==> src/logic/csr_pkg.sv <==
package csr_pkg;

    localparam int csr_addr_w = 14;

    localparam logic [csr_addr_w-1:0] csr_addr_crmd   = 14'h0;
    localparam logic [csr_addr_w-1:0] csr_addr_prmd   = 14'h1;
    localparam logic [csr_addr_w-1:0] csr_addr_ecfg   = 14'h4;
    localparam logic [csr_addr_w-1:0] csr_addr_estat  = 14'h5;
    localparam logic [csr_addr_w-1:0] csr_addr_era    = 14'h6;
    localparam logic [csr_addr_w-1:0] csr_addr_badv   = 14'h7;
    localparam logic [csr_addr_w-1:0] csr_addr_eentry = 14'hc;

    // privilege level field of CRMD and PRMD.
    localparam int plv_w = 2;

    // global interrupt enable sits above PLV in both CRMD and PRMD.
    localparam int crmd_ie_bit = 2;

    // exception code field of ESTAT, bits 21 to 16.
    localparam int ecode_lsb = 16;
    localparam int ecode_w   = 6;

    // EENTRY keeps only bits 31 to 6, the entry is 64-byte aligned.
    localparam int eentry_lsb = 6;

    // LIE and IS pack CSR bits 12, 11 and 9 to 0 into one vector.
    localparam int int_lines = 12;

    // hardware lines land in IS bits 9 to 2.
    localparam int hw_irq_lines = 8;
    localparam int hw_irq_lsb   = 2;

endpackage

==> src/logic/pipe_pkg.sv <==
package pipe_pkg;

    localparam int exc_code_w = 6;

    // number of exception sources carried down the pipe, slot 5 wins.
    localparam int exc_slots = 6;

    // pause bits are pc, ibuf, decode, dispatch, ex, mem and wb.
    localparam int pause_w = 7;

    localparam logic [pause_w-1:0] pause_none     = 7'b0000000;
    localparam logic [pause_w-1:0] pause_from_if  = 7'b0000001;
    localparam logic [pause_w-1:0] pause_from_id  = 7'b0000111;
    localparam logic [pause_w-1:0] pause_from_dsp = 7'b0001111;
    localparam logic [pause_w-1:0] pause_from_ex  = 7'b0011111;
    localparam logic [pause_w-1:0] pause_from_mem = 7'b0111111;

    // ecode values follow the LoongArch encoding.
    typedef enum logic [exc_code_w-1:0] {
        exc_int  = 6'h00,
        exc_pil  = 6'h01,
        exc_pis  = 6'h02,
        exc_pif  = 6'h03,
        exc_pme  = 6'h04,
        exc_ppi  = 6'h07,
        exc_ade  = 6'h08,
        exc_ale  = 6'h09,
        exc_sys  = 6'h0b,
        exc_brk  = 6'h0c,
        exc_ine  = 6'h0d,
        exc_ipe  = 6'h0e,
        exc_fpd  = 6'h0f,
        exc_fpe  = 6'h12,
        exc_none = 6'h3f
    } exc_code_e;

endpackage

==> src/logic/csr_regs.sv <==
`timescale 1ns/1ps

module csr_regs
    import csr_pkg::*;
    import pipe_pkg::*;
#(
    parameter logic [31:0] eentry_reset = 32'h0
) (
    input  logic                    clk,
    input  logic                    rst_i,
    input  logic                    csr_we_i,
    input  logic [csr_addr_w-1:0]   csr_waddr_i,
    input  logic [31:0]             csr_wdata_i,
    input  logic [hw_irq_lines-1:0] irq_i,
    input  logic                    trap_take_i,
    input  logic                    trap_ret_i,
    input  exc_code_e               trap_cause_i,
    input  logic [31:0]             trap_pc_i,
    input  logic [31:0]             trap_bad_addr_i,
    input  logic [csr_addr_w-1:0]   csr_raddr_i,
    output logic [31:0]             csr_rdata_o,
    output logic                    crmd_ie_o,
    output logic [int_lines-1:0]    ecfg_lie_o,
    output logic [int_lines-1:0]    estat_is_o,
    output logic [31:0]             era_o,
    output logic [31:0]             eentry_o,
    output logic [31:0]             badv_o
);

    logic [plv_w-1:0]        crmd_plv;
    logic                    crmd_ie;
    logic [plv_w-1:0]        prmd_pplv;
    logic                    prmd_pie;
    logic [int_lines-1:0]    ecfg_lie;
    logic [int_lines-1:0]    estat_is;
    logic [ecode_w-1:0]      estat_ecode;
    logic [31:0]             era;
    logic [31:eentry_lsb]    eentry;
    logic [31:0]             badv;

    logic                    wr_crmd;
    logic                    wr_prmd;
    logic [plv_w-1:0]        crmd_plv_cur;
    logic                    crmd_ie_cur;
    logic [plv_w-1:0]        prmd_pplv_cur;
    logic                    prmd_pie_cur;

    assign wr_crmd = csr_we_i && (csr_waddr_i == csr_addr_crmd);
    assign wr_prmd = csr_we_i && (csr_waddr_i == csr_addr_prmd);

    // the writeback instruction is older, so a trap sees its CRMD and PRMD write.
    assign crmd_plv_cur  = wr_crmd ? csr_wdata_i[plv_w-1:0] : crmd_plv;
    assign crmd_ie_cur   = wr_crmd ? csr_wdata_i[crmd_ie_bit] : crmd_ie;
    assign prmd_pplv_cur = wr_prmd ? csr_wdata_i[plv_w-1:0] : prmd_pplv;
    assign prmd_pie_cur  = wr_prmd ? csr_wdata_i[crmd_ie_bit] : prmd_pie;

    always_ff @(posedge clk) begin
        if (rst_i) begin
            crmd_plv    <= '0;
            crmd_ie     <= 1'b0;
            prmd_pplv   <= '0;
            prmd_pie    <= 1'b0;
            ecfg_lie    <= '0;
            estat_is    <= '0;
            estat_ecode <= '0;
            era         <= '0;
            eentry      <= eentry_reset[31:eentry_lsb];
            badv        <= '0;
        end else begin
            estat_is[hw_irq_lsb +: hw_irq_lines] <= irq_i;

            if (csr_we_i) begin
                case (csr_waddr_i)
                    csr_addr_ecfg: begin
                        ecfg_lie <= {csr_wdata_i[12:11], csr_wdata_i[9:0]};
                    end
                    csr_addr_estat: begin
                        estat_is[11:10] <= csr_wdata_i[12:11]; // only the software bits.
                        estat_is[1:0]   <= csr_wdata_i[1:0];
                    end
                    csr_addr_era: begin
                        era <= csr_wdata_i;
                    end
                    csr_addr_eentry: begin
                        eentry <= csr_wdata_i[31:eentry_lsb];
                    end
                    default: begin
                    end
                endcase
            end

            if (trap_take_i) begin
                prmd_pplv   <= crmd_plv_cur;
                prmd_pie    <= crmd_ie_cur;
                crmd_plv    <= '0;
                crmd_ie     <= 1'b0;
                era         <= trap_pc_i; // overrides a same-cycle ERA write.
                estat_ecode <= trap_cause_i;
                if (trap_cause_i == exc_ade || trap_cause_i == exc_ale) begin
                    badv <= trap_bad_addr_i;
                end
            end else if (trap_ret_i) begin
                crmd_plv  <= prmd_pplv_cur;
                crmd_ie   <= prmd_pie_cur;
                prmd_pplv <= prmd_pplv_cur;
                prmd_pie  <= prmd_pie_cur;
            end else begin
                crmd_plv  <= crmd_plv_cur;
                crmd_ie   <= crmd_ie_cur;
                prmd_pplv <= prmd_pplv_cur;
                prmd_pie  <= prmd_pie_cur;
            end
        end
    end

    always_comb begin
        csr_rdata_o = '0;
        case (csr_raddr_i)
            csr_addr_crmd: begin
                csr_rdata_o[plv_w-1:0]   = crmd_plv;
                csr_rdata_o[crmd_ie_bit] = crmd_ie;
            end
            csr_addr_prmd: begin
                csr_rdata_o[plv_w-1:0]   = prmd_pplv;
                csr_rdata_o[crmd_ie_bit] = prmd_pie;
            end
            csr_addr_ecfg: begin
                csr_rdata_o[12:11] = ecfg_lie[11:10];
                csr_rdata_o[9:0]   = ecfg_lie[9:0];
            end
            csr_addr_estat: begin
                csr_rdata_o[12:11]                  = estat_is[11:10];
                csr_rdata_o[9:0]                    = estat_is[9:0];
                csr_rdata_o[ecode_lsb +: ecode_w]   = estat_ecode;
            end
            csr_addr_era:    csr_rdata_o = era;
            csr_addr_badv:   csr_rdata_o = badv;
            csr_addr_eentry: csr_rdata_o = eentry_o;
            default:         csr_rdata_o = '0;
        endcase
    end

    assign crmd_ie_o  = crmd_ie;
    assign ecfg_lie_o = ecfg_lie;
    assign estat_is_o = estat_is;
    assign era_o      = era;
    assign eentry_o   = {eentry, {eentry_lsb{1'b0}}};
    assign badv_o     = badv;

endmodule

==> src/logic/exc_select.sv <==
`timescale 1ns/1ps

module exc_select
    import pipe_pkg::*;
(
    input  logic [exc_slots-1:0]            exc_valid_i,
    input  logic [exc_slots*exc_code_w-1:0] exc_code_i,
    input  logic                            ertn_i,
    output logic                            exc_taken_o,
    output exc_code_e                       exc_cause_o
);

    logic [exc_code_w-1:0] slot_code [exc_slots];

    always_comb begin
        for (int i = 0; i < exc_slots; i++) begin
            slot_code[i] = exc_code_i[i*exc_code_w +: exc_code_w];
        end
    end

    always_comb begin
        exc_taken_o = 1'b0;
        exc_cause_o = exc_none;
        if (exc_valid_i != '0) begin
            exc_taken_o = 1'b1;
            // lowest slot first so the highest valid slot is written last.
            for (int i = 0; i < exc_slots; i++) begin
                if (exc_valid_i[i]) begin
                    exc_cause_o = exc_code_e'(slot_code[i]);
                end
            end
        end
    end

endmodule

==> src/logic/except_unit.sv <==
`timescale 1ns/1ps

module except_unit
    import csr_pkg::*;
    import pipe_pkg::*;
#(
    parameter logic [31:0] eentry_reset = 32'h1c00_0000
) (
    input  logic                            clk,
    input  logic                            rst_i,
    input  logic [31:0]                     mem_pc_i,
    input  logic [exc_slots-1:0]            mem_exc_valid_i,
    input  logic [exc_slots*exc_code_w-1:0] mem_exc_code_i,
    input  logic [31:0]                     mem_bad_addr_i,
    input  logic                            mem_ertn_i,
    input  logic                            mem_idle_i,
    input  logic                            csr_we_i,
    input  logic [csr_addr_w-1:0]           csr_waddr_i,
    input  logic [31:0]                     csr_wdata_i,
    input  logic                            pause_if_i,
    input  logic                            pause_id_i,
    input  logic                            pause_dispatch_i,
    input  logic                            pause_ex_i,
    input  logic                            pause_mem_i,
    input  logic                            continue_idle_i,
    input  logic [hw_irq_lines-1:0]         irq_i,
    input  logic [csr_addr_w-1:0]           csr_raddr_i,
    output logic                            flush_o,
    output logic [31:0]                     new_pc_o,
    output logic [pause_w-1:0]              pause_o,
    output logic                            issue_en_o,
    output logic                            int_pending_o,
    output logic [31:0]                     csr_rdata_o
);

    logic                 exc_taken;
    exc_code_e            exc_cause;
    logic                 trap_take;
    logic                 trap_ret;
    logic                 crmd_ie;
    logic [int_lines-1:0] ecfg_lie;
    logic [int_lines-1:0] estat_is;
    logic [31:0]          era;
    logic [31:0]          eentry;
    logic [31:0]          era_fwd;
    logic [31:0]          eentry_fwd;

    exc_select i_exc_select (
        .exc_valid_i (mem_exc_valid_i),
        .exc_code_i  (mem_exc_code_i),
        .ertn_i      (mem_ertn_i),
        .exc_taken_o (exc_taken),
        .exc_cause_o (exc_cause)
    );

    int_check i_int_check (
        .csr_we_i      (csr_we_i),
        .csr_waddr_i   (csr_waddr_i),
        .csr_wdata_i   (csr_wdata_i),
        .crmd_ie_i     (crmd_ie),
        .ecfg_lie_i    (ecfg_lie),
        .estat_is_i    (estat_is),
        .era_i         (era),
        .eentry_i      (eentry),
        .era_fwd_o     (era_fwd),
        .eentry_fwd_o  (eentry_fwd),
        .int_pending_o (int_pending_o)
    );

    csr_regs #(
        .eentry_reset (eentry_reset)
    ) i_csr_regs (
        .clk             (clk),
        .rst_i           (rst_i),
        .csr_we_i        (csr_we_i),
        .csr_waddr_i     (csr_waddr_i),
        .csr_wdata_i     (csr_wdata_i),
        .irq_i           (irq_i),
        .trap_take_i     (trap_take),
        .trap_ret_i      (trap_ret),
        .trap_cause_i    (exc_cause),
        .trap_pc_i       (mem_pc_i),
        .trap_bad_addr_i (mem_bad_addr_i),
        .csr_raddr_i     (csr_raddr_i),
        .csr_rdata_o     (csr_rdata_o),
        .crmd_ie_o       (crmd_ie),
        .ecfg_lie_o      (ecfg_lie),
        .estat_is_o      (estat_is),
        .era_o           (era),
        .eentry_o        (eentry),
        .badv_o          ()
    );

    trap_ctrl i_trap_ctrl (
        .exc_taken_i      (exc_taken),
        .ertn_i           (mem_ertn_i),
        .idle_i           (mem_idle_i),
        .int_pending_i    (int_pending_o),
        .continue_idle_i  (continue_idle_i),
        .pause_if_i       (pause_if_i),
        .pause_id_i       (pause_id_i),
        .pause_dispatch_i (pause_dispatch_i),
        .pause_ex_i       (pause_ex_i),
        .pause_mem_i      (pause_mem_i),
        .era_fwd_i        (era_fwd),
        .eentry_fwd_i     (eentry_fwd),
        .flush_o          (flush_o),
        .new_pc_o         (new_pc_o),
        .pause_o          (pause_o),
        .issue_en_o       (issue_en_o),
        .trap_take_o      (trap_take),
        .trap_ret_o       (trap_ret)
    );

endmodule

==> src/logic/int_check.sv <==
`timescale 1ns/1ps

module int_check
    import csr_pkg::*;
(
    input  logic                  csr_we_i,
    input  logic [csr_addr_w-1:0] csr_waddr_i,
    input  logic [31:0]           csr_wdata_i,
    input  logic                  crmd_ie_i,
    input  logic [int_lines-1:0]  ecfg_lie_i,
    input  logic [int_lines-1:0]  estat_is_i,
    input  logic [31:0]           era_i,
    input  logic [31:0]           eentry_i,
    output logic [31:0]           era_fwd_o,
    output logic [31:0]           eentry_fwd_o,
    output logic                  int_pending_o
);

    logic                 hit_crmd;
    logic                 hit_ecfg;
    logic                 hit_estat;
    logic                 hit_era;
    logic                 hit_eentry;
    logic [int_lines-1:0] wdata_int;
    logic                 ie_fwd;
    logic [int_lines-1:0] lie_fwd;
    logic [int_lines-1:0] is_fwd;

    assign hit_crmd   = csr_we_i && (csr_waddr_i == csr_addr_crmd);
    assign hit_ecfg   = csr_we_i && (csr_waddr_i == csr_addr_ecfg);
    assign hit_estat  = csr_we_i && (csr_waddr_i == csr_addr_estat);
    assign hit_era    = csr_we_i && (csr_waddr_i == csr_addr_era);
    assign hit_eentry = csr_we_i && (csr_waddr_i == csr_addr_eentry);

    assign wdata_int = {csr_wdata_i[12:11], csr_wdata_i[9:0]}; // bit 10 is reserved.

    assign ie_fwd  = hit_crmd ? csr_wdata_i[crmd_ie_bit] : crmd_ie_i;
    assign lie_fwd = hit_ecfg ? wdata_int : ecfg_lie_i;
    assign is_fwd  = hit_estat ? wdata_int : estat_is_i;

    assign era_fwd_o = hit_era ? csr_wdata_i : era_i;

    // keep the same alignment that the stored EENTRY has.
    assign eentry_fwd_o = hit_eentry ? {csr_wdata_i[31:eentry_lsb], {eentry_lsb{1'b0}}} :
                                       eentry_i;

    assign int_pending_o = ie_fwd && ((lie_fwd & is_fwd) != '0);

endmodule

==> src/logic/trap_ctrl.sv <==
`timescale 1ns/1ps

module trap_ctrl
    import pipe_pkg::*;
(
    input  logic               exc_taken_i,
    input  logic               ertn_i,
    input  logic               idle_i,
    input  logic               int_pending_i,
    input  logic               continue_idle_i,
    input  logic               pause_if_i,
    input  logic               pause_id_i,
    input  logic               pause_dispatch_i,
    input  logic               pause_ex_i,
    input  logic               pause_mem_i,
    input  logic [31:0]        era_fwd_i,
    input  logic [31:0]        eentry_fwd_i,
    output logic               flush_o,
    output logic [31:0]        new_pc_o,
    output logic [pause_w-1:0] pause_o,
    output logic               issue_en_o,
    output logic               trap_take_o,
    output logic               trap_ret_o
);

    logic pause_idle;

    assign trap_take_o = exc_taken_i;
    assign trap_ret_o  = ertn_i && !exc_taken_i; // a faulting ertn traps instead.

    assign flush_o  = exc_taken_i || ertn_i;
    assign new_pc_o = trap_ret_o ? era_fwd_i : eentry_fwd_i;

    // idle holds the memory stage until an interrupt wakes it.
    assign pause_idle = idle_i && !int_pending_i && !continue_idle_i;

    always_comb begin
        if (pause_if_i) begin
            pause_o = pause_from_if;
        end else if (pause_id_i) begin
            pause_o = pause_from_id;
        end else if (pause_dispatch_i) begin
            pause_o = pause_from_dsp;
        end else if (pause_ex_i) begin
            pause_o = pause_from_ex;
        end else if (pause_mem_i || pause_idle) begin
            pause_o = pause_from_mem;
        end else begin
            pause_o = pause_none;
        end
    end

    assign issue_en_o = !pause_o[1]; // bit 1 is the instruction buffer.

endmodule

==> config.mk <==
export PLATFORM = sky130hd
export DESIGN_NAME = except_unit
export DESIGN_NICKNAME = d
export VERILOG_FILES = /design/src/logic/csr_pkg.sv /design/src/logic/pipe_pkg.sv /design/src/logic/csr_regs.sv /design/src/logic/exc_select.sv /design/src/logic/except_unit.sv /design/src/logic/int_check.sv /design/src/logic/trap_ctrl.sv
export SDC_FILE = /design/constraint.sdc
export NUM_CORES = 1
export LEC_CHECK = 0
export BUFFER_PORTS_ARGS = -buffer_cell sky130_fd_sc_hd__buf_2
export CAP_MARGIN = 10
export CORE_MARGIN = 5
export CORE_UTILIZATION = 30
export DETAILED_ROUTE_END_ITERATION = 12
export SLEW_MARGIN = 20
export SYNTH_ARGS = -nofsm -noshare
export SYNTH_HDL_FRONTEND = slang
export SYNTH_SLANG_ARGS = --single-unit
==> constraint.sdc <==
create_clock -name clk -period 2.9 [get_ports clk]
set_input_delay 0.29 -clock clk [delete_from_list [all_inputs] [get_ports clk]]
set_output_delay 0.29 -clock clk [all_outputs]
set_load 0.005 [all_outputs]
Yosys cells after proc, flatten, opt, wreduce, memory -nomap -nowiden
Index checks and enable logic that the tools add are counted.
{"block": "totals", "regBits": 126, "input_bits": 185}
{"block": "classes", "n_eq_ne": 13, "n_mux": 36, "bitwise": 1, "reduce_logical": 29}
{"operator": "2-to-1 mux 32 bit", "n": 6}
{"operator": "equality test 14 x 3 -> 1 bit (second input constant)", "n": 7}
{"operator": "2-to-1 mux 6 bit", "n": 8}
{"operator": "one-hot mux 7 bit (5 select lines)", "n": 1}
{"operator": "one-hot mux 10 bit (3 select lines)", "n": 1}
{"operator": "equality test 14 x 1 -> 1 bit (second input constant)", "n": 2}
{"operator": "equality test 14 x 4 -> 1 bit (second input constant)", "n": 2}
{"operator": "logical NOT 14 bit", "n": 2}
{"operator": "2-to-1 mux 7 bit", "n": 4}
{"operator": "2-to-1 mux 12 bit", "n": 2}
{"operator": "one-hot mux 6 bit (4 select lines)", "n": 1}
{"operator": "one-hot mux 3 bit (6 select lines)", "n": 1}
{"operator": "AND 12 bit", "n": 1}
{"operator": "equality test 6 x 4 -> 1 bit (second input constant)", "n": 2}
{"operator": "nonzero test 12 bit", "n": 1}
{"operator": "logical AND 1 bit", "n": 10}
{"operator": "one-hot mux 2 bit (5 select lines)", "n": 1}
{"operator": "AND reduction 2 bit", "n": 5}
{"operator": "one-hot mux 3 bit (3 select lines)", "n": 1}
{"operator": "2-to-1 mux 2 bit", "n": 4}
{"operator": "nonzero test 6 bit", "n": 1}
{"operator": "2-to-1 mux 1 bit", "n": 5}
{"operator": "logical NOT 1 bit", "n": 4}
{"operator": "nonzero test 2 bit", "n": 2}
{"operator": "other kinds (3)", "n": 5}

Logic depth before layout (Yosys ltp)
{"block": "depth", "depth_word": 16, "ltp_mapped": 10, "ltp_nobuf": 6}

Modules after synthesis
From an unflattened synthesis, not the netlist that was laid out.
{"block": "unflattened", "cells_unflattened": 910, "hier_area_um2": 8465.6}
{"module": "csr_regs", "instances": 1, "cells_per_inst": 700, "area_per_inst_um2": 6060.8, "seq_area_each_um2": 2522.4}
{"module": "int_check", "instances": 1, "cells_per_inst": 115, "area_per_inst_um2": 1417.6, "seq_area_each_um2": 0.0}
{"module": "trap_ctrl", "instances": 1, "cells_per_inst": 56, "area_per_inst_um2": 656.9, "seq_area_each_um2": 0.0}
{"module": "exc_select", "instances": 1, "cells_per_inst": 39, "area_per_inst_um2": 330.3, "seq_area_each_um2": 0.0}

Worst setup path after synthesis
Ideal clock, no wire load.
{"block": "synth_path", "path_kind": "input-to-output", "startpoint": "input csr_waddr_i[5]", "endpoint": "output pause_o[2]", "t_arrival_ps": 2046, "setup_slack_ps": 564, "stages": 8, "path_buffers": 2, "cell_sequence": "nor3b_4 buf_2 nand4_1 mux2i_1 a31o_2 a311oi_4 a31oi_1 buf_4"}
{"block": "synth_between", "elab_chain_len": 15}
{"element": "start: declaration", "line_no": "except_unit.sv:18", "text": "input logic [csr_addr_w-1:0] csr_waddr_i,"}
{"element": "equality test 14 x 3 -> 1 bit (on tied branches)", "line_no": "int_check.sv:30, int_check.sv:31"}
{"element": "logical AND 1 bit (on tied branches)", "line_no": "int_check.sv:30, int_check.sv:31"}
{"element": "2-to-1 mux 12 bit (on tied branches)", "line_no": "int_check.sv:38, int_check.sv:39"}
{"element": "AND 12 bit", "line_no": "int_check.sv:47", "text": "assign int_pending_o = ie_fwd && ((lie_fwd & is_fwd) != '0);"}
{"element": "nonzero test 12 bit", "line_no": "int_check.sv:47"}
{"element": "logical AND 1 bit *", "line_no": "int_check.sv:47"}
{"element": "logical NOT 1 bit *", "line_no": "trap_ctrl.sv:35", "text": "assign pause_idle = idle_i && !int_pending_i && !continue_idle_i;"}
{"element": "logical AND 1 bit * (2 in a row)", "line_no": "trap_ctrl.sv:35"}
{"element": "logical OR 1 bit *", "line_no": "trap_ctrl.sv:46", "text": "end else if (pause_mem_i || pause_idle) begin"}
{"element": "2-to-1 mux 6 bit *", "line_no": "trap_ctrl.sv:46"}
{"element": "2-to-1 mux 7 bit *", "line_no": "trap_ctrl.sv:44", "text": "end else if (pause_ex_i) begin"}
{"element": "2-to-1 mux 7 bit *", "line_no": "trap_ctrl.sv:42", "text": "end else if (pause_dispatch_i) begin"}
{"element": "2-to-1 mux 7 bit *", "line_no": "trap_ctrl.sv:40", "text": "end else if (pause_id_i) begin"}
{"element": "2-to-1 mux 7 bit *", "line_no": "trap_ctrl.sv:38", "text": "if (pause_if_i) begin"}
{"element": "end: declaration", "line_no": "except_unit.sv:30", "text": "output logic [pause_w-1:0] pause_o,"}
Mark *: on every way between the ends. The rest lies on a longest branch, timed or not.

Worst setup path after layout
{"block": "layout_path", "startpoint": "input csr_raddr_i[13]", "endpoint": "output csr_rdata_o[8]"}
{"block": "layout_between", "elab_chain_len": 2}
{"element": "start: declaration", "line_no": "except_unit.sv:27", "text": "input logic [csr_addr_w-1:0] csr_raddr_i,"}
{"element": "equality test 14 x 4 -> 1 bit / equality test 14 x 3 -> 1 bit (equally long branches)", "line_no": "csr_regs.sv:118", "text": "case (csr_raddr_i)"}
{"element": "one-hot mux 7 bit (5 select lines) *", "line_no": "csr_regs.sv:118"}
{"element": "end: declaration", "line_no": "except_unit.sv:33", "text": "output logic [31:0] csr_rdata_o"}
Marks and branches as above.

==> metrics <==
CTS sink count 126; peak supply drop 0.353 mV; RR Endpoint i_csr_regs.crmd_ie_o; routed len/inst 19.1 µm; reg2reg setup slack 1.87 ns; routed wl met3 1900 µm; # H-tree levels 4; die area 27500 µm²; Buffers on Ports 257; LEAKAGE 0.00402 µW; Max Slew Vio Count 0; post-layout util 39.4%; CP dominant cell by count buf_2; Hold Crit Start irq_i[1]; Critical Path RT 2.61 ns; clock tree root driver cell clkbuf_16; DRT iter0 DRCs 428; HP Class input port to flip-flop; status completed; vias in the first global route 7660; RSZ-0062 raised after global routing no; Worst Hold End i_csr_regs.estat_is_o[3]; sequential-to-total area share from yosys stat 34.6%; worst path arrival time 2.50 ns; relative slew slack 53.6%; GR Util All Layers 19.7%; GR Overflow Total 0; # IOs 259; Post-layout nets 1334; hold buffers post-CTS 0; global-route wire length before repair 43800 µm; Peak Freq 0.359 GHz; Row Count 57; number of routed nets with antenna violations 0; Chip Width 166 µm; largest net degree at the start of global routing 65; Critical path buffers and inverters 2; worst skew pair latency 0.42 ns; Max clock buf depth 2; Mean Syn Cell Area 7.94 µm²; ys async rst share 0%; Hold Path Cell Cnt 2; initial antenna violation count 2; minimum clock period 2.79 ns; PD cells 477 nW/µm²; layout cell share with drive strength beyond 1 30.3%; Initial Utilization 30.3%; CP max-delay cell or4_1; top routing layer in use met5; delay-heaviest family, CP simple AND/OR/NAND/NOR gates; Placer Congestion 0.859; Final Setup Violations 0; wire length on met2 13500 µm; Area growth syn-to-layout 30.3%; worst path cell trace buf_2 -> or4_1 -> nor3_1 -> nand3b_1 -> nand2b_1 -> nor2_2 -> a221o_1 -> buf_2; critical path's largest stage delay 0.52 ns; Post-synth EDFFs 0; R2R cell count 3; TritonCTS clock tree yes; crit-path max FO 9; Detailed Route WL 28300 µm; post-DR vias/cell 5.21; Slew @ Worst Pin 0.696 ns; number of fill cells 2621; first-pass iteration count of the detailed router 5; FF-to-FF Start i_csr_regs.crmd_ie_o; clock skew 0.000262 ns; DR vias 7753; Remaining DRCs 0; max cap viols 0; wl on met1 12600 µm; height of the chip 166 µm; Post-CTS Setup Bufs 0; Num CTS Buffers 17; DPL Wire Length 20500 µm; net count after synthesis 1104; Tcrit/Tclk final 96.1%; clock slew at reported path FFs 0.06 ns; TNS Setup 0 ns; area of the mapped netlist 7290 µm²; top_reg_cell synth dfxtp_1; Critical Path Sink Type output port; FF+latch count, synth 126; Hold Fails Final Rpt 0; CP Class input port to output port; Yosys warning count 0; synth unique cells 67; post-synthesis instance total 919; Worst setup SP type input port; total core area 24100 µm²; Post-CTS Resized 0
stage by stage:
stage / hold WS, ns / power, µW / instances / cell area, µm² / setup WS, ns
after global routing: 0.0826 / 4700 / 1487 / 9500 / 0.0385
after CTS: 0.0736 / 4570 / 1486 / 9500 / 0.118
after floorplan: 0.414 / 2090 / 919 / 7290 / 0.564
final: 0.0863 / 4530 / 1487 / 9500 / 0.113
after detailed placement: 0.460 / 2330 / 1454 / 8890 / 0.125
after global placement: 0.456 / 2330 / 1454 / 8890 / 0.110
layer usage:
| layer | vias up | track usage, % |
|---|---|---|
| met1 | 3644 | 26.1 |
| met4 | 2 | 4.88 |
| met3 | 26 | 4.24 |
| met2 | 299 | 32.9 |
| li1 | 3782 | - |
| met5 | - | 0 |
cells in the mapped netlist (all sizes together) (6+ instances only):
library cell / n / area share [%]
buf: 33 / 3.4
nor2b: 18 / 1.5
dfxtp: 126 / 35
o21ai: 50 / 3.4
nor3b: 9 / 1.1
a211oi: 18 / 1.9
mux2: 9 / 1.4
nor3: 8 / 0.75
inv: 15 / 0.77
o2bb2ai: 6 / 0.72
a31oi: 6 / 0.51
nand3: 11 / 0.93
a21oi: 76 / 5.2
nor4: 7 / 1.2
nor2: 123 / 6.4
clkbuf: 44 / 2.3
a41oi: 6 / 0.72
or3b: 32 / 3.8
mux2i: 51 / 7.2
o22ai: 32 / 2.7
a311oi: 21 / 2.8
a221o: 15 / 2.1
nand2: 147 / 7.6
worst max path at each step:
stage,start,slack [ns],end,depth (start not counted)
6_report,csr_raddr_i[13],0.11,csr_rdata_o[8],8
5_1_grt,csr_raddr_i[13],0.04,csr_rdata_o[12],8
4_1_cts,csr_raddr_i[13],0.12,csr_rdata_o[12],8
3_5_place_dp,csr_raddr_i[13],0.12,csr_rdata_o[12],8
3_3_place_gp,csr_raddr_i[13],0.11,csr_rdata_o[12],8
2_1_floorplan,csr_waddr_i[5],0.56,pause_o[2],8
sequential cells by signal, summed over array words and instances (netlist names):
signal and count:
i_csr_regs.estat_ecode 6, i_csr_regs.era_o 32, i_csr_regs.crmd_plv 2, i_csr_regs.crmd_ie_o 1
i_csr_regs.prmd_pie 1, i_csr_regs.estat_is_o 12, i_csr_regs.badv_o 32, i_csr_regs.eentry 26
i_csr_regs.prmd_pplv 2, i_csr_regs.ecfg_lie_o 12
placed cells by master (no fill, tap or decap), drive strengths merged, types with 3 or more instances in the layout:
cell type  netlist  routed
o211a            3       3
nor2b           18      18
o21ai           50      50
nand2b           5       5
o311ai           5       5
nor4             7       7
a221oi           4       4
a22oi            5       5
or3b            32      32
clkinv           0       4
a41oi            6       6
a31oi            6       6
dfxtp          126     126
nand2          147     147
bufinv           0       3
mux2             9       9
clkbuf          44      22
nor2           123     123
a21oi           76      76
buf             33     288
nand4            5       5
nor3             8       8
nand3           11      11
a311oi          21      21
a211oi          18      18
mux2i           51      51
inv             15      15
nor3b            9       9
o2bb2ai          6       6
a221o           15      15
a22o             5       5
o22ai           32      32
a2111oi          4       4
clkinvlp         0       3
area by class of cell:
class,count,area [µm²],share of cell area (%)
diodes,1,2.50,0.0263
well taps,324,405,4.27
clock buffers,22,474,4.99
clock inverters,10,136,1.44
multi-input cells,701,4320,45.5
repair buffers,288,1580,16.7
inverters,15,56.3,0.592
flip-flops and latches,126,2520,26.5
cells by family after synthesis:
family / count (synthesis) / share of synthesized area, %
other cells: 1 / 0.0514
simple gates: 378 / 26.4
compound gates: 262 / 23.9
flops: 126 / 34.6
mux: 60 / 8.56
buf+inv: 92 / 6.45
where the power goes:
group	switching (µW)	total [µW]	leakage, µW	internal [µW]
clock network	816	2230	0.000292	1420
logic	265	480	0.00270	215
registers	36.4	1820	0.00103	1780
total	1120	4530	0.00402	3410
Power figures use the tool's default switching activity.
